--- src/lsu_defines.svh ---
`ifndef LSU_DEFINES_SVH
`define LSU_DEFINES_SVH

// width of data words and byte addresses
// on the rv64 core side
`define LSU_XLEN 64

// depth of the data sram in 64-bit words
// word index taken from the low address bits
`define LSU_SRAM_WORDS 256

// extra cycles the sram holds an access
// before it strobes completion
// must be at least 1
`define LSU_SRAM_WAIT 2

`endif

--- src/lsu_op_pkg.sv ---
`default_nettype none
`include "lsu_defines.svh"

package lsu_op_pkg;

    // memory operations presented by the core
    typedef enum logic [3:0] {
        NOP = 4'd0,
        LB  = 4'd1,
        LBU = 4'd2,
        LH  = 4'd3,
        LHU = 4'd4,
        LW  = 4'd5,
        LWU = 4'd6,
        LD  = 4'd7,
        SB  = 4'd8,
        SH  = 4'd9,
        SW  = 4'd10,
        SD  = 4'd11
    } mem_op_e;

    // request sequencing states
    typedef enum logic [1:0] {
        IDLE,
        ACCESS,
        WAIT,
        DONE
    } ctrl_state_e;

    // one request from the core
    typedef struct packed {
        mem_op_e              op;
        logic [`LSU_XLEN-1:0] addr;
        logic [`LSU_XLEN-1:0] wdata;
    } lsu_req_t;

    // completion back to the core
    typedef struct packed {
        logic                 done;
        logic                 misalign;
        logic [`LSU_XLEN-1:0] rdata;
    } lsu_resp_t;

    // log2 of the access size in bytes
    function automatic logic [1:0] op_size(mem_op_e op);
        case (op)
            LH, LHU, SH: op_size = 2'd1;
            LW, LWU, SW: op_size = 2'd2;
            LD, SD:      op_size = 2'd3;
            default:     op_size = 2'd0;
        endcase
    endfunction

    function automatic logic op_is_store(mem_op_e op);
        return op inside {SB, SH, SW, SD};
    endfunction

endpackage

`default_nettype wire

--- src/lsu_load_align.sv ---
`timescale 1ns/1ps
`default_nettype none
`include "lsu_defines.svh"

module lsu_load_align
    import lsu_op_pkg::*;
(
    input  lsu_req_t             req_i,
    input  logic [`LSU_XLEN-1:0] word_i,
    output logic [`LSU_XLEN-1:0] data_o
);

    logic [7:0]  byte_sel;
    logic [15:0] half_sel;
    logic [31:0] word_sel;

    // byte lane by offset 2:0
    assign byte_sel = word_i[{req_i.addr[2:0], 3'b000} +: 8];

    // halfword lane by offset 2:1
    assign half_sel = word_i[{req_i.addr[2:1], 4'b0000} +: 16];

    // word lane by offset bit 2
    assign word_sel = word_i[{req_i.addr[2], 5'b00000} +: 32];

    // extension by opcode
    always_comb begin
        case (req_i.op)
            LB:      data_o = {{(`LSU_XLEN-8){byte_sel[7]}}, byte_sel};
            LBU:     data_o = {{(`LSU_XLEN-8){1'b0}}, byte_sel};
            LH:      data_o = {{(`LSU_XLEN-16){half_sel[15]}}, half_sel};
            LHU:     data_o = {{(`LSU_XLEN-16){1'b0}}, half_sel};
            LW:      data_o = {{(`LSU_XLEN-32){word_sel[31]}}, word_sel};
            LWU:     data_o = {{(`LSU_XLEN-32){1'b0}}, word_sel};
            // full doubleword as read
            LD:      data_o = word_i;
            // stores and nop
            default: data_o = '0;
        endcase
    end

endmodule

`default_nettype wire

--- config.mk ---
export PLATFORM = sky130hd
export DESIGN_NAME = lsu_load_align
export DESIGN_NICKNAME = d
export VERILOG_FILES = /design/src/lsu_op_pkg.sv /design/src/lsu_load_align.sv
export VERILOG_INCLUDE_DIRS = /design/src
export SDC_FILE = /design/constraint.sdc
export NUM_CORES = 1
export LEC_CHECK = 0
export BUFFER_PORTS_ARGS = -buffer_cell sky130_fd_sc_hd__buf_2
export CORE_AREA = 10 10 92 94
export DETAILED_ROUTE_END_ITERATION = 10
export DIE_AREA = 0 0 102 104
export PLACE_DENSITY = 0.76
export SYNTH_ARGS = -nofsm -noshare
export SYNTH_HDL_FRONTEND = slang
export SYNTH_SLANG_ARGS = --single-unit
--- constraint.sdc ---
create_clock -name vclk -period 2.2
set_input_delay 0.22 -clock vclk [all_inputs]
set_output_delay 0.22 -clock vclk [all_outputs]
set_load 0.1 [all_outputs]
==> impl_metrics.py <==
metrics = {
    "status": {
        "status": "finished, violations left",
        "violations": "negative setup slack",
    },
    "logic_synthesis": {
        "synth_area_leader_cell": "mux4_2",
        "yosysTopAreaCellShare_pct": 23.73,
        "synth_most_common_cell": "nand2_1",
        "synthesis.area_um2": 1898,
        "syn_nets": 439,
        "avgSynthCellArea_um2": 7.811,
        "netlist_top_cells_area": "mux4_2, mux2i_1, nand2_2",
        "yosysUniqueCellTypes": 34,
        "postSynthCellCount": 243,
        "yosys_warnings": 0,
        "yosysSeqAreaShare_pct": 0,
        "synthTopCellsByCount": "nand2_1, nand2_2, mux2i_1",
    },
    "detailed_routing": {
        "vias": 2828,
        "drtIter0Drc": 166,
        "first_pass_iters": 4,
        "wl_um": 10890,
        "post_drt_wl_per_cell_um": 23.02,
        "ant_nets": 0,
        "drc": 0,
        "vias_per_cell": 5.979,
    },
    "timing": {
        "setup_slack_ns": -0.001846,
        "hold_slack_ns": 0.8696,
        "rsz0062_at_grt": "yes",
        "finalSetupViolCount": 1,
        "period_needed_ns": 2.202,
        "fmaxAchievable_mhz": 454.2,
        "hold_viol": 0,
        "maxSlewViolCount": 0,
        "slew-limit-headroom_pct": 58.41,
        "timing.final.crit_share_pct": 100.1,
        "max_slew.worst_pin.slew_ns": 0.6225,
    },
    "cells_and_area": {
        "nFillCells": 511,
        "seq_cells": 0,
        "layout.cells.non_filler": 473,
        "num-nets-final": 591,
        "area_delta_synth_final_pct": 128.1,
        "drive_gt1_share_pct": 66.41,
        "n_antenna_cell": 0,
        "regArea_um2": 0,
        "clkbuf_count": 0,
    },
    "die": {
        "coreArea_um2": 6681,
        "die_x_um": 102,
        "fp.dieH_um": 104,
        "ios": 260,
        "rows": 30,
        "dieArea_um2": 10610,
        "start_util_pct": 28.41,
    },
    "setup_path": {
        "critPathMaxFanout": 6,
        "worstSetupPathType": "primary input to output pin",
        "critical_path_cell_count": 8,
        "worstSetupEndpointType": "output pin",
        "max_stage_delay_ns": 0.48,
        "cp_slowest_cell": "mux4_2",
        "path_cells": "buf_8 -> mux4_2 -> mux2_4 -> a311oi_4 -> buf_6 -> buf_12 -> nand2_4 -> buf_12",
        "cp_num_buf_inv": 4,
        "cp-start-kind": "primary input",
        "crit_required_ns": 1.98,
        "cp_top_family": "multiplexers",
        "cp.arrival_ns": 1.98,
        "critical_path.most_common_cell": "buf_12",
    },
    "pwr": {
        "p_leak_uw": 0.001988,
        "p_sw_uw": 1090,
        "vdd_ir_drop_max_v": 0.0002967,
        "p_int_uw": 655.9,
        "seqPwrFrac_pct": 0,
        "swShare_pct": 62.44,
        "clkPwrFrac_pct": 0,
        "p_per_area_nw_per_um2": 403.2,
        "combinationalPowerShare_pct": 100.0,
    },
    "placement": {
        "dp.cells": 471,
        "place_hpwl_um": 8091,
        "io_buffers": 135,
        "gp_congestion": 0.8204,
    },
    "global_route": {
        "grt_pass1_wl_um": 16560,
        "grt.total_usage_pct": 19.08,
        "grt_antenna_before_repair": 0,
        "grt_max_degree": 34,
        "gr-total-overflow": 0,
        "grt_pass1_vias": 3131,
    },
    "hold_path": {
        "hold_depth": 4,
        "hold_class": "primary input to output pin",
    },
    "run": {
        "drv_cap": 0,
    },
    "cts": {
        "holdBufCountCts": 0,
    },
}
==> metrics by stage <==
| stage | TNS (ns) | area, um^2 | power [uW] | setup WS (ns) | util (%) |
|---|---|---|---|---|---|
| 3_3_place_gp | -6.716 | 3729 | 1536 | -0.1592 | 55.81 |
| 2_1_floorplan | -8.748 | 2216 | 1044 | -0.6872 | - |
| 6_report | -0.001846 | 4330 | 1746 | -0.001846 | 64.81 |
| 3_5_place_dp | -10.03 | 3729 | 1558 | -0.2173 | 55.81 |
| 4_1_cts | -0.9579 | 4327 | 1739 | -0.1120 | 64.76 |
| 5_1_grt | -0.4656 | 4330 | 1800 | -0.03777 | 64.81 |
==> what timing repair did <==
action | 4_1_cts | 5_1_grt
buffers inserted | 1 | 0
resized for setup | 141 | 7
cloned | 2 | 0
pin swaps | 1 | 5
endpoints found under the setup margin | 64 | 38
==> cells in the final DEF, fill, tap and decap left out, drive strengths merged <==
| master | count |
|---|---|
| a21oi | 6 |
| a221oi | 10 |
| a22oi | 13 |
| a2bb2oi | 8 |
| a311o | 1 |
| a311oi | 1 |
| a32oi | 4 |
| and2 | 1 |
| and3 | 5 |
| and4b | 1 |
| buf | 178 |
| mux2 | 5 |
| mux2i | 21 |
| mux4 | 20 |
| nand2 | 77 |
| nand2b | 3 |
| nand3 | 15 |
| nor2 | 2 |
| nor2b | 1 |
| nor3 | 1 |
| nor3b | 1 |
| nor4b | 1 |
| nor4bb | 1 |
| o211ai | 12 |
| o21ai | 1 |
| o21bai | 1 |
| or2 | 1 |
| or3b | 1 |
| xor2 | 1 |
==> final timing paths <==
check	startpoint	end
min	word_i[45]	data_o[45]
max	req_i[65]	data_o[44]
==> power groups by stage <==
stage | registers, uW | clock network (uW) | logic [uW]
5_1_grt | 0 | 0 | 1800
3_5_place_dp | 0 | 0 | 1560
3_3_place_gp | 0 | 0 | 1540
2_1_floorplan | 0 | 0 | 1040
6_report | 0 | 0 | 1750
4_1_cts | 0 | 0 | 1740
==> cell families after synthesis <==
kind of cell              count (synthesis)  share of synthesized area [%]
xor gates and xnor gates                  1                         0.4615
buffers and inverters                    28                          7.580
muxes                                    46                          37.97
AOI/OAI and AO/OA                        57                          24.19
and+or+nand+nor                         111                          29.80
==> layout make-up <==
type / instances / area, um^2 / share of cell area, %
Multi-Input combinational cell: 215 / 2086 / 48.17
Tap cell: 80 / 100.1 / 2.311
Timing Repair Buffer: 178 / 2145 / 49.52
==> per-layer routing <==
| layer | global-route usage [%] | up-vias | wire length, um |
|---|---|---|---|
| li1 | - | 1247 | - |
| met1 | 20.78 | 1378 | 3860 |
| met2 | 33.88 | 179 | 5555 |
| met3 | 6.512 | 24 | 1234 |
| met4 | 4.839 | 0 | 239 |
| met5 | 0 | - | 0 |
(Power assumes the default switching activity.)
