### config.mk
export PLATFORM = sky130hd
export DESIGN_NAME = lsu_store_format
export DESIGN_NICKNAME = d
export VERILOG_FILES = /design/src/lsu_op_pkg.sv /design/src/lsu_store_format.sv
export VERILOG_INCLUDE_DIRS = /design/src
export SDC_FILE = /design/constraint.sdc
export NUM_CORES = 1
export LEC_CHECK = 0
export ABC_CLOCK_PERIOD_IN_PS = 1900
export BUFFER_PORTS_ARGS = -buffer_cell sky130_fd_sc_hd__buf_2
export CORE_ASPECT_RATIO = 0.9
export CORE_MARGIN = 5
export CORE_UTILIZATION = 35
export DETAILED_ROUTE_END_ITERATION = 16
export GPL_TIMING_DRIVEN = 1
export PLACE_DENSITY_LB_ADDON = 0.25
export SLEW_MARGIN = 0
export SYNTH_ARGS = -nofsm -noshare
export SYNTH_HDL_FRONTEND = slang
export SYNTH_SLANG_ARGS = --single-unit
### constraint.sdc
create_clock -name vclk -period 1.9
set_input_delay 0.285 -clock vclk [all_inputs]
set_output_delay 0.285 -clock vclk [all_outputs]
set_load 0.02 [all_outputs]
### src/lsu_defines.svh
`ifndef LSU_DEFINES_SVH
`define LSU_DEFINES_SVH

// width of data words and byte addresses
// on the rv64 core side
`define LSU_XLEN 64

// depth of the data sram in 64-bit words
// word index taken from the low address bits
`define LSU_SRAM_WORDS 256

// extra cycles the sram holds an access
// before it strobes completion
// must be at least 1
`define LSU_SRAM_WAIT 2

`endif

### src/lsu_op_pkg.sv
`default_nettype none
`include "lsu_defines.svh"

package lsu_op_pkg;

    // memory operations presented by the core
    typedef enum logic [3:0] {
        NOP = 4'd0,
        LB  = 4'd1,
        LBU = 4'd2,
        LH  = 4'd3,
        LHU = 4'd4,
        LW  = 4'd5,
        LWU = 4'd6,
        LD  = 4'd7,
        SB  = 4'd8,
        SH  = 4'd9,
        SW  = 4'd10,
        SD  = 4'd11
    } mem_op_e;

    // request sequencing states
    typedef enum logic [1:0] {
        IDLE,
        ACCESS,
        WAIT,
        DONE
    } ctrl_state_e;

    // one request from the core
    typedef struct packed {
        mem_op_e              op;
        logic [`LSU_XLEN-1:0] addr;
        logic [`LSU_XLEN-1:0] wdata;
    } lsu_req_t;

    // completion back to the core
    typedef struct packed {
        logic                 done;
        logic                 misalign;
        logic [`LSU_XLEN-1:0] rdata;
    } lsu_resp_t;

    // log2 of the access size in bytes
    function automatic logic [1:0] op_size(mem_op_e op);
        case (op)
            LH, LHU, SH: op_size = 2'd1;
            LW, LWU, SW: op_size = 2'd2;
            LD, SD:      op_size = 2'd3;
            default:     op_size = 2'd0;
        endcase
    endfunction

    function automatic logic op_is_store(mem_op_e op);
        return op inside {SB, SH, SW, SD};
    endfunction

endpackage

`default_nettype wire

### src/lsu_store_format.sv
`timescale 1ns/1ps
`default_nettype none
`include "lsu_defines.svh"

module lsu_store_format
    import lsu_op_pkg::*;
(
    input  lsu_req_t             req_i,
    output logic [7:0]           mask_o,
    output logic [2:0]           size_o,
    output logic [`LSU_XLEN-1:0] data_o
);

    logic [7:0] base_mask;
    logic       is_store;

    assign is_store = op_is_store(req_i.op);

    // lanes touched at offset zero
    always_comb begin
        case (req_i.op)
            SB:      base_mask = 8'b0000_0001;
            SH:      base_mask = 8'b0000_0011;
            SW:      base_mask = 8'b0000_1111;
            SD:      base_mask = 8'b1111_1111;
            // loads write nothing
            default: base_mask = 8'b0000_0000;
        endcase
    end

    // loads still report their own size
    assign size_o = {1'b0, op_size(req_i.op)};

    // move mask and data up to the addressed lane
    assign mask_o = base_mask << req_i.addr[2:0];
    assign data_o = is_store ? (req_i.wdata << {req_i.addr[2:0], 3'b000}) : '0;

endmodule

`default_nettype wire

==> results.toml, run 1 <==
[route]
via_count = 3143
wl_um = 10090
drtAntennaViolNets = 0
wl_met1_um = 4026
vias_per_cell = 5.799
drcViolationCount = 0
first_pass_iters = 5
wl_met2_um = 4984
dr.first_iter.drc_count = 181
routed.top_layer = "met4"
route.met3.wl_um = 888
wl_per_cell_um = 18.61

[die]
io_pins = 207
num_rows = 26
initial_core_util_pct = 36.07
die_area_um2 = 7464
core_um2 = 5660
die_height_um = 82.46
die_x_um = 90.52

[placed_design]
placed_area_um2 = 3168
dp.cells = 531
port_buffers = 145
dp_hpwl_um = 7223
gp_congestion = 0.8637
place_ws_ns = -0.1315

[final_layout]
finalNetCount = 610
num_antenna_cells = 0
seq_cells = 0
drive_gt1_share_pct = 64.41
clockBufferCount = 0
fin_area_um2 = 3968
synthToLayoutAreaGrowth_pct = 94.30
fillers = 471
layoutNonFillerInstCount = 542
regArea_um2 = 0

[grt]
grt_use_total_pct = 24.60
grt_pass1_vias = 3139
grt_max_degree = 21
overflow = 0
grt_pass1_wl_um = 15290
antenna_found_initial = 0

[logic_synthesis]
synthTopCellsByCount = "nor2_1, mux2i_1, mux2_2, o22ai_1, buf_2"
synth.area.top_cells = "mux2i_1, mux2_2, nor2_1"
synth_area_leader_cell = "mux2i_1"
synth.net_count = 431
synth_warnings = 0
yosys.cell_count.top_type = "nor2_1"
syn_area_per_cell_um2 = 6.922
synth_area_um2 = 2042
synthCells = 295
synth_cell_types = 41
synth_top_area_share_pct = 22.06
yosysSeqAreaShare_pct = 0

[timing]
max_slew_margin_pct = 65.78
slew_violations = 0
finalCritPeriodShare_pct = 104.6
fin_hold_ws_ns = 0.8938
finalSetupViolCount = 34
fmax_mhz = 503.1
grt_setup_unrepaired = "true"
hold_viol = 0
tightest_slew_ns = 0.4990
fin_ws_ns = -0.08759
finalWorstPathRequiredPeriod_ns = 1.988

[critical_path]
crit_slowest_cell = "o41ai_4"
end_kind = "output pin"
cp_cell_sequence = "buf_12 > inv_8 > ha_4 > o41ai_4 > buf_4 > nand2b_4 > buf_8 > nor3b_2 > buf_4"
crit_arrival_ns = 1.70
cp_data_required_time_ns = 1.62
cpPeakStageDelay_ns = 0.38
crit_path_start_kind = "primary input"
cpMostUsedCell = "buf_4"
cp_max_fo = 5
path_buf_inv = 5
worst_path_dominant_cell_family = "buffers and inverters"
worstSetupPathType = "primary input to output pin"

[min_path]
hold_depth = 3
min_to = "size_o[0]"
min_from = "req_i[130]"
hp-class = "primary input to output pin"

[power]
leakage_nw = 1.861
peakVddDrop_mv = 0.1184
p_per_area_nw_per_um2 = 237.9

[outcome]
status = "finished with violations"
violations = "setup timing"

[clock_tree]
cts_hold_buffers = 0

[run]
maxCapViolCount = 0
placed cells by master (no fill, tap or decap), types with 5 or more instances in the layout:
cell type,synthesis,routed
a211oi_1,11,11
a21oi_1,8,7
a221oi_2,0,5
a22o_1,6,6
a31oi_1,6,5
buf_12,0,6
buf_2,12,100
buf_4,11,62
buf_6,1,37
mux2_2,21,21
mux2i_1,45,41
nand2_1,5,5
nand2b_1,9,7
nor2_1,60,37
nor2_2,1,6
nor2_4,0,18
nor3b_2,0,5
o21ai_0,6,6
o22ai_1,17,17
o2bb2ai_1,5,5
or2_2,5,5
cell families (layout without fill, tap and decap cells):
group / Yosys count / count (layout) / synth area share [%]
fa+ha+maj: 4 / 4 / 2.451
compound gates: 78 / 78 / 28.19
simple gates: 108 / 108 / 25.43
buf+inv: 38 / 215 / 10.11
mux: 66 / 66 / 33.64
other cells: 1 / 1 / 0.1836
cell type report:
cell class         instances  area (um2)  share of cell area (%)
repair buffers           210        1590                   40.08
well taps                 70       87.58                   2.208
inverters                  5       28.78                  0.7253
multi-input cells        257        2261                   56.99
what timing repair did:
item | in CTS | in global routing
pin swaps | 16 | 12
buffers inserted | 8 | 7
setup endpoints to repair | 66 | 70
cloned | 2 | 0
resized for setup | 143 | 44
worst max-delay path by stage:
stage                from    endpoint  slack [ns]  depth (start not counted)
6_report       req_i[129]   data_o[1]       -0.09                          9
5_1_grt        req_i[129]   data_o[4]       -0.12                          9
4_1_cts        req_i[129]   mask_o[7]       -0.14                         10
3_5_place_dp   req_i[129]   data_o[4]       -0.13                          8
3_3_place_gp   req_i[129]   data_o[4]       -0.11                          8
2_1_floorplan  req_i[128]  data_o[25]       -0.14                          7
stage by stage:
stage,TNS [ns],power (mW),util (%)
floorplan,-1.167,0.4541,-
finish,-1.545,0.9440,70.09
global placement,-3.244,0.7379,55.97
CTS,-4.466,0.8874,67.33
global route,-2.951,1.003,70.09
detailed placement,-4.971,0.7510,55.97
where the power goes:
part | switching (mW) | internal (mW)
registers | 0 | 0
logic | 0.503 | 0.441
clock network | 0 | 0
total | 0.503 | 0.441
per-layer routing:
| layer | vias to the layer above | global-route usage, % |
|---|---|---|
| met5 | - | 0 |
| met4 | 0 | 4.167 |
| met3 | 26 | 3.714 |
| met2 | 201 | 45.57 |
| met1 | 1439 | 30.77 |
| li1 | 1477 | - |
Note: power is estimated with default switching activity, not from simulation.
==> inputs of run 2 (changes only) <==
--- a/config.mk
+++ b/config.mk
@@ -18,3 +18,4 @@
 export SYNTH_ARGS = -nofsm -noshare
 export SYNTH_HDL_FRONTEND = slang
 export SYNTH_SLANG_ARGS = --single-unit
+export TNS_END_PERCENT = 50
==> run 2 against run 1 <==
Net effect:
- hold slack gained 0.069 ns
- maximum frequency increased by 0.76%
- die area did not move
- the run still ends with setup timing left
- core utilization fell by 5.1 points
- wire length is 3.0% lower
- total power fell by 8.3%
- combinational power down 8.3%
- sequential share of layout area did not move
- non-clock buffer count is 7 lower
==> results.toml, run 2 (synthesized netlist as in run 1, its figures left out) <==
[outcome]
status = "finished with violations"
violations = "setup timing"

[grt]
antenna_found_initial = 0
use_met3_pct = 3.261
top_usage_layer = "met2"
grt_use_total_pct = 22.59
grtUsageMet1_pct = 28.49
overflow = 0
grt_max_degree = 26
grt_pass1_wl_um = 14270
use_met2_pct = 39.84
grt_pass1_vias = 3091

[final_layout]
multi_input_area_um2 = 2053
mostFrequentLayoutCell = "buf_2"
synthToLayoutAreaGrowth_pct = 80.27
finalNetCount = 603
finish.utilization_pct = 65.03
clockBufferCount = 0
final_cell_mix = "buf_2, buf_4, nor2_1, mux2i_1, mux2_2"
drive_gt1_share_pct = 58.28
fin_area_um2 = 3681
regArea_um2 = 0
num_antenna_cells = 0
fillers = 486
seq_cells = 0

[die]
core_um2 = 5660
die_x_um = 90.52
num_rows = 26
io_pins = 207
die_height_um = 82.46
initial_core_util_pct = 36.07
die_area_um2 = 7464

[power]
p_per_area_nw_per_um2 = 235.2
leakage_nw = 1.818
peakVddDrop_mv = 0.1118

[route]
via_count = 3097
first_pass_iters = 5
vias_per_cell = 5.789
dr.first_iter.drc_count = 264
wl_um = 9787
drtAntennaViolNets = 0
wl_per_cell_um = 18.29
drcViolationCount = 0

[critical_path]
worst_path_dominant_cell_family = "buffers and inverters"
cp_cell_sequence = "buf_12 > inv_8 > ha_4 > o41ai_4 > buf_4 > nand2b_4 > buf_12 > buf_12 > nor3b_2 > buf_4"
crit_slowest_cell = "o41ai_4"
crit_arrival_ns = 1.69
cp_data_required_time_ns = 1.62
worstSetupPathType = "primary input to output pin"
cp_max_fo = 7
end_kind = "output pin"
cpPeakStageDelay_ns = 0.33
path_buf_inv = 6
crit_path_start_kind = "primary input"
cpMostUsedCell = "buf_12"
crit_start = "req_i[129]"

[placed_design]
gp_congestion = 0.9241
placed_area_um2 = 3120
port_buffers = 145
dp_hpwl_um = 7094

[timing]
finalWorstPathRequiredPeriod_ns = 1.973
grt_setup_unrepaired = "true"
hold_viol = 0
fin_ws_ns = -0.07254
finalSetupViolCount = 20
fmax_mhz = 507.0
slew_violations = 0
fin_hold_ws_ns = 0.9627
finalCritPeriodShare_pct = 103.8

[clock_tree]
cts_hold_buffers = 0

[min_path]
min_to = "size_o[0]"
min_from = "req_i[130]"
hp-class = "primary input to output pin"
hold_depth = 4

[run]
maxCapViolCount = 0
[run 2: what timing repair did]
action / CTS / global route
setup buffers: 5 / 1
pin swaps: 10 / 4
resized for setup: 83 / 32
gates cloned: 2 / 2
setup endpoints to repair: 70 / 70
[run 2: layout make-up]
class	instances	area share, %
Multi-Input combinational cell	257	55.78
Timing Repair Buffer	203	41.06
Tap cell	70	2.379
Inverter	5	0.7818
[run 2: how the worst max path moves through the flow]
stage | to | slack [ns] | depth (start not counted)
6_report | data_o[0] | -0.07 | 10
5_1_grt | data_o[0] | -0.13 | 10
4_1_cts | data_o[0] | -0.13 | 10
3_5_place_dp | data_o[4] | -0.25 | 8
3_3_place_gp | data_o[4] | -0.20 | 8
2_1_floorplan | data_o[25] | -0.14 | 7
[run 2: metal layers]
metal	share of wire (%)	vias up
met5	0	-
met4	2.3	0
met3	9.1	30
met2	48	191
met1	41	1427
li1	-	1449
[run 2: report_power, final]
| part | switching [mW] | internal, mW | total [mW] |
|---|---|---|---|
| logic | 0.454 | 0.412 | 0.866 |
| clock network | 0 | 0 | 0 |
| registers | 0 | 0 | 0 |
[run 2: through the flow]
step                cells  setup slack, ns  total power [mW]  TNS (ns)
floorplan             295          -0.1350            0.4505    -1.597
global placement      526          -0.2037            0.7290    -9.044
detailed placement    526          -0.2487            0.7414    -9.982
CTS                   533          -0.1257            0.8159    -3.219
global route          535          -0.1330            0.9229    -3.128
finish                535         -0.07254            0.8657   -0.9663
