$ cat config.mk
export PLATFORM = sky130hd
export DESIGN_NAME = lsu_ctrl
export DESIGN_NICKNAME = d
export VERILOG_FILES = /design/src/lsu_op_pkg.sv /design/src/lsu_mem_pkg.sv /design/src/lsu_ctrl.sv
export VERILOG_INCLUDE_DIRS = /design/src
export SDC_FILE = /design/constraint.sdc
export NUM_CORES = 1
export LEC_CHECK = 0
export ABC_AREA = 1
export BUFFER_PORTS_ARGS = -buffer_cell sky130_fd_sc_hd__buf_2
export CAP_MARGIN = 0
export CORE_AREA = 4 4 258 260
export CTS_CLUSTER_DIAMETER = 60
export DETAILED_ROUTE_END_ITERATION = 10
export DIE_AREA = 0 0 262 264
export GPL_TIMING_DRIVEN = 0
export PLACE_DENSITY = 0.34
export SETUP_SLACK_MARGIN = 0.3
export SYNTH_ARGS = -nofsm -noshare
export SYNTH_HDL_FRONTEND = slang
export SYNTH_SLANG_ARGS = --single-unit
$ cat constraint.sdc
create_clock -name clk -period 4.5 [get_ports clk]
set_input_delay 0 -clock clk [delete_from_list [all_inputs] [get_ports clk]]
set_output_delay 0 -clock clk [all_outputs]
set_load 0.005 [all_outputs]
$ cat src/lsu_defines.svh
`ifndef LSU_DEFINES_SVH
`define LSU_DEFINES_SVH

// width of data words and byte addresses
// on the rv64 core side
`define LSU_XLEN 64

// depth of the data sram in 64-bit words
// word index taken from the low address bits
`define LSU_SRAM_WORDS 256

// extra cycles the sram holds an access
// before it strobes completion
// must be at least 1
`define LSU_SRAM_WAIT 2

`endif

$ cat src/lsu_op_pkg.sv
`default_nettype none
`include "lsu_defines.svh"

package lsu_op_pkg;

    // memory operations presented by the core
    typedef enum logic [3:0] {
        NOP = 4'd0,
        LB  = 4'd1,
        LBU = 4'd2,
        LH  = 4'd3,
        LHU = 4'd4,
        LW  = 4'd5,
        LWU = 4'd6,
        LD  = 4'd7,
        SB  = 4'd8,
        SH  = 4'd9,
        SW  = 4'd10,
        SD  = 4'd11
    } mem_op_e;

    // request sequencing states
    typedef enum logic [1:0] {
        IDLE,
        ACCESS,
        WAIT,
        DONE
    } ctrl_state_e;

    // one request from the core
    typedef struct packed {
        mem_op_e              op;
        logic [`LSU_XLEN-1:0] addr;
        logic [`LSU_XLEN-1:0] wdata;
    } lsu_req_t;

    // completion back to the core
    typedef struct packed {
        logic                 done;
        logic                 misalign;
        logic [`LSU_XLEN-1:0] rdata;
    } lsu_resp_t;

    // log2 of the access size in bytes
    function automatic logic [1:0] op_size(mem_op_e op);
        case (op)
            LH, LHU, SH: op_size = 2'd1;
            LW, LWU, SW: op_size = 2'd2;
            LD, SD:      op_size = 2'd3;
            default:     op_size = 2'd0;
        endcase
    endfunction

    function automatic logic op_is_store(mem_op_e op);
        return op inside {SB, SH, SW, SD};
    endfunction

endpackage

`default_nettype wire

$ cat src/lsu_mem_pkg.sv
`default_nettype none
`include "lsu_defines.svh"

package lsu_mem_pkg;

    // one access towards the data sram
    // addr is a 64-bit word address without the byte offset
    typedef struct packed {
        logic                 rd_en;
        logic                 wr_en;
        logic [`LSU_XLEN-4:0] addr;
        logic [`LSU_XLEN-1:0] wdata;
        // one bit per byte lane
        logic [7:0]           wmask;
        // log2 bytes in the same coding as the core side
        logic [2:0]           size;
    } sram_cmd_t;

    // completion strobes and read word
    typedef struct packed {
        logic                 rd_valid;
        logic                 wr_ok;
        logic [`LSU_XLEN-1:0] rdata;
    } sram_rsp_t;

endpackage

`default_nettype wire

$ cat src/lsu_ctrl.sv
`timescale 1ns/1ps
`default_nettype none
`include "lsu_defines.svh"

module lsu_ctrl
    import lsu_op_pkg::*;
    import lsu_mem_pkg::*;
(
    input  logic                 clk,
    input  logic                 rst_i,
    input  logic                 req_valid_i,
    input  lsu_req_t             req_i,
    output logic                 busy_o,
    output lsu_req_t             held_req_o,
    input  logic [7:0]           st_mask_i,
    input  logic [2:0]           st_size_i,
    input  logic [`LSU_XLEN-1:0] st_data_i,
    output sram_cmd_t            sram_cmd_o,
    input  sram_rsp_t            sram_rsp_i,
    input  logic [`LSU_XLEN-1:0] ld_data_i,
    output lsu_resp_t            resp_o
);

    ctrl_state_e          state_q;
    lsu_req_t             held_q;
    logic                 misalign_q;
    logic [`LSU_XLEN-1:0] rdata_q;
    logic                 accept;
    logic [2:0]           low_mask;
    logic                 misaligned;
    logic                 is_store;
    logic                 sram_done;

    // pulses while busy are dropped
    assign accept = req_valid_i && (state_q == IDLE);

    // offset bits that must be zero for this size
    assign low_mask   = (3'd1 << op_size(req_i.op)) - 3'd1;
    assign misaligned = |(req_i.addr[2:0] & low_mask);

    assign is_store  = op_is_store(held_q.op);
    assign sram_done = sram_rsp_i.rd_valid || sram_rsp_i.wr_ok;

    always_ff @(posedge clk) begin
        if (rst_i) begin
            state_q    <= IDLE;
            misalign_q <= 1'b0;
            rdata_q    <= '0;
        end else begin
            case (state_q)
                IDLE: begin
                    if (accept) begin
                        rdata_q    <= '0;
                        misalign_q <= misaligned;
                        // refused or empty requests skip the sram
                        if (misaligned || (req_i.op == NOP)) begin
                            state_q <= DONE;
                        end else begin
                            state_q <= ACCESS;
                        end
                    end
                end
                ACCESS: begin
                    state_q <= WAIT;
                end
                WAIT: begin
                    if (sram_done) begin
                        // extended load result
                        // stores keep zero
                        if (!is_store) begin
                            rdata_q <= ld_data_i;
                        end
                        state_q <= DONE;
                    end
                end
                DONE: begin
                    state_q <= IDLE;
                end
                default: begin
                    state_q <= IDLE;
                end
            endcase
        end
    end

    // request payload
    always_ff @(posedge clk) begin
        if (accept) begin
            held_q <= req_i;
        end
    end

    assign held_req_o = held_q;
    assign busy_o     = (state_q != IDLE);

    // single-cycle enable while in ACCESS
    always_comb begin
        sram_cmd_o.rd_en = (state_q == ACCESS) && !is_store;
        sram_cmd_o.wr_en = (state_q == ACCESS) && is_store;
        sram_cmd_o.addr  = held_q.addr[`LSU_XLEN-1:3];
        sram_cmd_o.wdata = st_data_i;
        sram_cmd_o.wmask = st_mask_i;
        sram_cmd_o.size  = st_size_i;
    end

    always_comb begin
        resp_o.done     = (state_q == DONE);
        resp_o.misalign = misalign_q;
        resp_o.rdata    = rdata_q;
    end

endmodule

`default_nettype wire

==> results.md, run 1 <==
- Avg WL per Cell: 15.2 um
- I/O Pins: ~680
- Post-DP HPWL: between 20000 and 30000 um
- Vias in the first global route: ~7.7k
- CTS tree: yes
- Overall routing resource usage: under 10%
- HP Class: input pin to register
- Clk root buf: clkbuf_16
- Max-slew headroom: 52.7%
- Post-synth net total: between 1k and 1.5k
- Power per cell area: 526 nW/um^2
- Placement Cell Area: approximately 12000 sq um
- Mapped cell area: just under 8000 sq um
- DRC viols: 0
- Mean Syn Cell Area: between 10 and 15 sq um
- Core box area: around 64000 sq um
- Antenna-violating nets left: 0
- Crit share post-route: 45.8%
- First-pass GRT wire length: 48600 um
- CP Class: register to register
- Htree depth: 4
- WL final: roughly 35000 um
- Total power: approximately 7500 uW
- CTS sink cnt: between 150 and 200
- Port Buffers: 537
- Synth warn: 0
- Multiplexer share of the synthesized area: 0%
- R2r setup slk: between 2 and 2.5 ns
- Top FF cell, synth: edfxtp_1
- Initial antenna violation count: 3
- Largest area contributor in the netlist: edfxtp_1
- Area delta synth->final: 81.2%
- R2r startpoint: state_q[0]
- Gpl congestion: around 0.73
- Clock Path Buffers: 2
- Design Area, Final: ~14000 sq um
- Mapped Cells: 679
- # setup viols final: 0
- Largest net degree at the start of global routing: 76
- Status: complete, no violations
- Share of the yosys chip area belonging to registers: between 60% and 70%
- Initial Util: 12.3%
- Grt ovf: 0
- Final Critical Period: 2.06 ns
- Number of iterations in the first detailed-routing pass: 4
- Synth area leaders: edfxtp_1, dfxtp_1, buf_4, nand2_1, o21ai_1
- Startpoint types: register
- Synth Area in Compound Gates: approximately 5.1%
- Post-DR vias/cell: around 3.2
- Die Height: roughly 260 um
- Initial DRC count: between 200 and 250
- Post-synthesis xor/xnor area fraction: 0%
- R2r endpoint: rdata_q[30]
- Worst slew pin tran: between 0.7 and 0.8 ns
- Distinct cells, synth: 23
- Layout cells sized above 1: between 50% and 60%
- EDFF count, synth: roughly 130
- Hold_sp: sram_rsp_i[65]
- Routed via count: ~7.4k
- Main combinational cell family by area after synthesis: buffers and inverters
- R2R depth: 8
- Max-slew violation count: 0
- Setup crit end kind: register
- Number of max-cap violations: 0
- Worst Path Arrival: about 2.5 ns
- Critical-path maximum fanout: 10
- Final worst clock skew: between 0.015 and 0.02 ns
- Worst Hold Path Cells: 4
- Top achievable clock speed: 0.485 GHz
- Critical path data required time: about 4.9 ns
- VDD IR max: roughly 0.23 mV
- Worst skew pair latency: roughly 0.48 ns
- Post-synthesis simple-gate area fraction: 10.5%
- P_leak: between 0.006 and 0.007 uW
- Unrepaired setup endpoints after global routing: false
- Top cell type's share of synthesized area: between 50% and 60%
- Most frequent cell after synthesis: buf_4
- Worst hold slack: roughly 0.045 ns
- Post-synthesis register bit count: ~200
- Synth Area in Adders: 1.11%
- Fin. Hold Viols: 0
- TritonCTS Buffers: 17
- Std cell rows: 93
- Net count, final: 1782
- Setup tns final: 0 ns
- Asr flop ratio synth: 0%
- Die X: 262 um
- Die area: 69200 sq um
- Worst hold endpoint: state_q[0]
- CTS clk-pin slew, worst paths: roughly 0.090 ns
- Post-synth top cells: buf_4, nand2_1, edfxtp_1, nor2_1, dfxtp_1
per-layer routing:
layer	GRT usage [%]	share of wire, %	routed length [um]
met1	9.94	37	13100
met2	17.9	53	18500
met4	2.61	1.2	425
met5	0	0.060	21
met3	3.38	8.8	3080
area by class of cell:
| class | count | area (sq um) |
|---|---|---|
| Tap cell | 855 | 1070 |
| Multi-Input combinational cell | 298 | 1310 |
| Buffer | 165 | 1190 |
| Timing Repair Buffer | 737 | 4710 |
| Antenna cell | 1 | 2.50 |
| Inverter | 17 | 68.8 |
| Clock buffer | 18 | 429 |
| Clock inverter | 14 | 173 |
| Sequential cell | 199 | 5310 |
| Fill cell | 7094 | 49900 |
registers in the layout, indices dropped and copies added, names as in the netlist:
register / count
held_req_o: 132
misalign_q: 1
rdata_q: 64
state_q: 2
worst max-delay path by stage:
stage                          start              end  slack [ns]  depth (start not counted)
final                     state_q[0]      rdata_q[30]        2.44                          8
after global routing      state_q[0]      rdata_q[39]        2.25                          8
after CTS                 state_q[0]  held_req_o[106]        2.39                          5
after detailed placement  state_q[0]       misalign_q        2.42                          8
after global placement    state_q[0]       misalign_q       -1.13                          7
after floorplan           state_q[0]       misalign_q        0.75                          7
what timing repair did:
action | in CTS | in global routing
endpoints found under the hold margin | 199 | 0
hold buffers | 199 | 0
resized for setup | 0 | 0
setup buffers | 0 | 0
power by group:
| part | switching [uW] | leakage [uW] | internal, uW |
|---|---|---|---|
| registers | 260 | 0.00179 | 2600 |
| logic | 1700 | 0.00446 | 1310 |
| clock network | 872 | 0.000292 | 760 |
| total | 2830 | 0.00654 | 4670 |
critical path, stage by stage (launching register included):
cell     delay (ns)
dfxtp_1        0.34
inv_1          0.11
ha_1           0.28
buf_2          0.34
buf_1          0.51
nand2_1        0.10
nand2_1        0.15
o21ai_1        0.08
nor2_1         0.08
cell usage in the layout, fill, tap and decap left out, types with 2 or more instances in the layout:
cell,netlist,layout
buf_2,6,543
dlygate4sd3_1,0,199
buf_4,144,144
nand2_1,142,142
edfxtp_1,132,132
nor2_1,69,69
dfxtp_1,67,67
o21ai_1,60,60
clkbuf_16,0,17
inv_1,15,14
clkbuf_1,9,10
o21ai_0,7,7
ha_1,7,7
inv_6,0,6
nand3_1,4,4
clkinv_8,0,4
buf_1,3,3
inv_2,2,2
a21oi_1,2,2
buf_6,2,2
a31oi_1,2,2
inv_8,0,2
inv_12,0,2
stage by stage:
| stage | setup WS, ns | std cells | util, % |
|---|---|---|---|
| 2_1_floorplan | 0.747 | 679 | - |
| 3_3_place_gp | -1.13 | 2071 | 18.1 |
| 3_5_place_dp | 2.42 | 2072 | 18.2 |
| 4_1_cts | 2.39 | 2303 | 22.2 |
| 5_1_grt | 2.25 | 2303 | 22.2 |
| 6_report | 2.44 | 2304 | 22.2 |
kinds of logic after synthesis:
logic type / count (synthesis)
and+or+nand+nor: 217
DFF: 199
buffers and inverters: 182
AOI/OAI and AO/OA: 74
adders and majority gates: 7
Note: power is estimated with default switching activity, not from simulation.
==> run 2: changes to the inputs <==
==> constraint.sdc (replaced) <==
create_clock -name clk -period 2 [get_ports clk]
set_input_delay 0 -clock clk [delete_from_list [all_inputs] [get_ports clk]]
set_output_delay 0 -clock clk [all_outputs]
set_load 0.005 [all_outputs]
==> run 2 against run 1 <==
Compared with the run above: via count rose by 0.92%; global-route usage rose by 0.097 points; clock-buffer cell count did not move; sequential power rose by 130%; clock power rose by 120%; critical path depth rose by 3; first-iteration DRC count rose by 33%; design area rose by 2.5%; clock skew fell by 0.0090 ns; maximum frequency rose by 24%; utilization rose by 0.55 points; largest cell class unchanged.
==> results.md, run 2 (same netlist as run 1, synthesis figures left out) <==
- Status: complete, no violations (unchanged)
- Layout cells sized above 1: 51.9% (was 50.3%)
- Unrepaired setup endpoints after global routing: true (was false)
- Clock Path Buffers: 2 (unchanged)
- Largest net degree at the start of global routing: 36 (was 76)
- Layout fillers: 7040 (was 7094)
- Die X: 262 um (unchanged)
- Post-DP HPWL: 28100 um (was 27700 um)
- Startpoint types: register (unchanged)
- First-pass GRT wire length: 48900 um (was 48600 um)
- Gpl congestion: 0.720 (was 0.730)
- Core box area: 64100 sq um (unchanged)
- I/O Pins: 677 (unchanged)
- Fin. Hold Viols: 0 (unchanged)
- WL final: 35900 um (was 35100 um)
- Design Area, Final: 14600 sq um (was 14300 sq um)
- Initial antenna violation count: 0 (was 3)
- R2R depth: 11 (was 8)
- Initial Util: 12.3% (unchanged)
- Worst slew pin tran: 0.687 ns (was 0.709 ns)
- Number of max-cap violations: 0 (unchanged)
- Crit-path cells: inv_2, ha_4, inv_2, nor2_2, a21oi_4, o211a_4, buf_12, buf_6, nand2_1, o21ai_1, nor2_1 (was inv_1, ha_1, buf_2, buf_1, nand2_1, nand2_1, o21ai_1, nor2_1)
- Number of iterations in the first detailed-routing pass: 4 (unchanged)
- Max-slew headroom: 54.2% (was 52.7%)
- Die area: 69200 sq um (unchanged)
- Leading cell types in the layout, fill and taps excluded: buf_2, dlygate4sd3_1, buf_4 (unchanged)
- Power per cell area: 1210 nW/um^2 (was 526 nW/um^2)
- Post-DR vias/cell: 3.22 (was 3.21)
- Port Buffers: 537 (unchanged)
- Internal Power: 11100 uW (was 4670 uW)
- Placed Cells: 2074 (was 2072)
- Worst skew pair latency: 0.48 ns (about the same)
- Area delta synth->final: 85.7% (was 81.2%)
- Placement Setup Slack: -0.279 ns (was 2.42 ns)
- Total power: 17600 uW (was 7500 uW)
- Htree depth: 4 (unchanged)
- Max-slew violation count: 0 (unchanged)
- Die Height: 264 um (unchanged)
- VDD IR max: 0.577 mV (was 0.234 mV)
- Overall routing resource usage: 9.63% (was 9.53%)
- Initial DRC count: 281 (was 212)
- Sw frac: 36.8% (was 37.7%)
- DRC viols: 0 (unchanged)
- Slowest stage delay, CP: 0.36 ns (was 0.51 ns)
- Most used cell along the critical path: inv_2 (was nand2_1)
- Grt ovf: 0 (unchanged)
- P_leak: 0.00672 uW (was 0.00654 uW)
- Clk root buf: clkbuf_16 (unchanged)
- CP max-delay cell: dfxtp_2 (was buf_1)
- Clock power frac: 20.5% (was 21.7%)
- Crit share post-route: 83.4% (was 45.8%)
- Post-Layout Cell Count: 2321 (was 2304)
- Setup crit end kind: register (unchanged)
- Max FFs per register: 132 (unchanged)
- CTS clk-pin slew, worst paths: 0.08 ns (was 0.09 ns)
- Logic pwr share: 43.0% (was 40.1%)
- Avg WL per Cell: 15.5 um (was 15.2 um)
- Critical path data required time: 2.34 ns (was 4.91 ns)
- Final Critical Period: 1.67 ns (was 2.06 ns)
- NetSw: 6490 uW (was 2830 uW)
- # setup viols final: 0 (unchanged)
- Worst Path Arrival: 2.01 ns (was 2.48 ns)
- HP Class: input pin to register (unchanged)
- Ant diodes: 0 (was 1)
- Core Util, Final: 22.8% (was 22.2%)
- Critical-path maximum fanout: 10 (unchanged)
- Vias in the first global route: 7781 (was 7702)
- Final worst clock skew: 0.00970 ns (was 0.0187 ns)
- CTS tree: yes (unchanged)
- Routed via count: 7471 (was 7403)
- Antenna-violating nets left: 0 (unchanged)
- Most common cell after layout, fill and taps aside: buf_2 (unchanged)
- Worst setup margin: 0.332 ns (was 2.44 ns)
- Std cell rows: 93 (unchanged)
- TritonCTS Buffers: 17 (unchanged)
- Net count, final: 1800 (was 1782)
- Worst Hold Path Cells: 5 (was 4)
- Sequential power share: 36.6% (was 38.1%)
- Top achievable clock speed: 0.600 GHz (was 0.485 GHz)
- CTS sink cnt: 199 (unchanged)
- Placement Cell Area: 11700 sq um (about the same)
- CP Class: register to register (unchanged)
[run 2: changes by cell type in the layout (fill, tap and decap cells not counted), sizes merged]
cell / previous run / this run
buf: 693 / 707
inv: 26 / 22
bufbuf: 0 / 3
clkinv: 5 / 8
clkbuf: 28 / 30
clkinvlp: 0 / 2
dlygate4sd3: 199 / 197
diode: 1 / 0
[run 2: final timing paths]
check | startpoint | endpoint | slack (ns)
setup reg to reg | state_q[0] | rdata_q[49] | 0.33
setup / recovery | state_q[0] | rdata_q[49] | 0.33
hold reg to reg | misalign_q | misalign_q | 0.49
hold / removal | req_valid_i | state_q[1] | 0.08
[run 2: repair_timing]
item / 4_1_cts / 5_1_grt
endpoints found under the hold margin: 199 / 0
gates resized for setup: 21 / 8
gates cloned: 4 / 1
buffers inserted: 6 / 7
hold buffers: 197 / 0
pin swaps: 1 / 0
endpoints found under the setup margin: 197 / 102
[run 2: area by class of cell]
type / instances / area [sq um] / area share (%)
sequential: 199 / 5310 / 36.4
multi-input combinational: 298 / 1330 / 9.13
clock inverter: 14 / 178 / 1.22
tap: 855 / 1070 / 7.33
inverter: 17 / 67.6 / 0.463
buffer: 165 / 1260 / 8.64
timing repair buffer: 754 / 4950 / 33.9
timing repair inverter: 1 / 7.51 / 0.0514
clock buffer: 18 / 429 / 2.94
[run 2: metrics by stage]
stage / setup TNS [ns] / hold WS [ns]
floorplan: -129.46 / 0.0808
global placement: -318.46 / 0.170
detailed placement: -12.73 / 0.168
CTS: 0 / 0.0185
global route: 0 / 0.0651
finish: 0 / 0.0757
[run 2: power by group through the flow]
| stage | clock network [uW] | registers (uW) | logic (uW) |
|---|---|---|---|
| floorplan | 0 | 6640 | 3300 |
| global placement | 0 | 6570 | 6500 |
| CTS | 3820 | 6470 | 7600 |
| detailed placement | 0 | 6540 | 6680 |
| finish | 3610 | 6450 | 7580 |
| global route | 3960 | 6600 | 8490 |
[run 2: critical path, delay by kind of cell (launching register included)]
family	cells	cell delay, ns
buf+inv	4	0.43
compound gates	3	0.40
flops	1	0.36
fa+ha+maj	1	0.17
simple gates	3	0.16
[run 2: metal layers]
layer | track usage (%) | vias to the layer above | share of wire (%)
met5 | 0 | - | 0
met4 | 3.46 | 0 | 2.3
met3 | 3.28 | 29 | 8.7
met2 | 18.2 | 348 | 53
met1 | 9.71 | 3431 | 36
li1 | - | 3663 | -
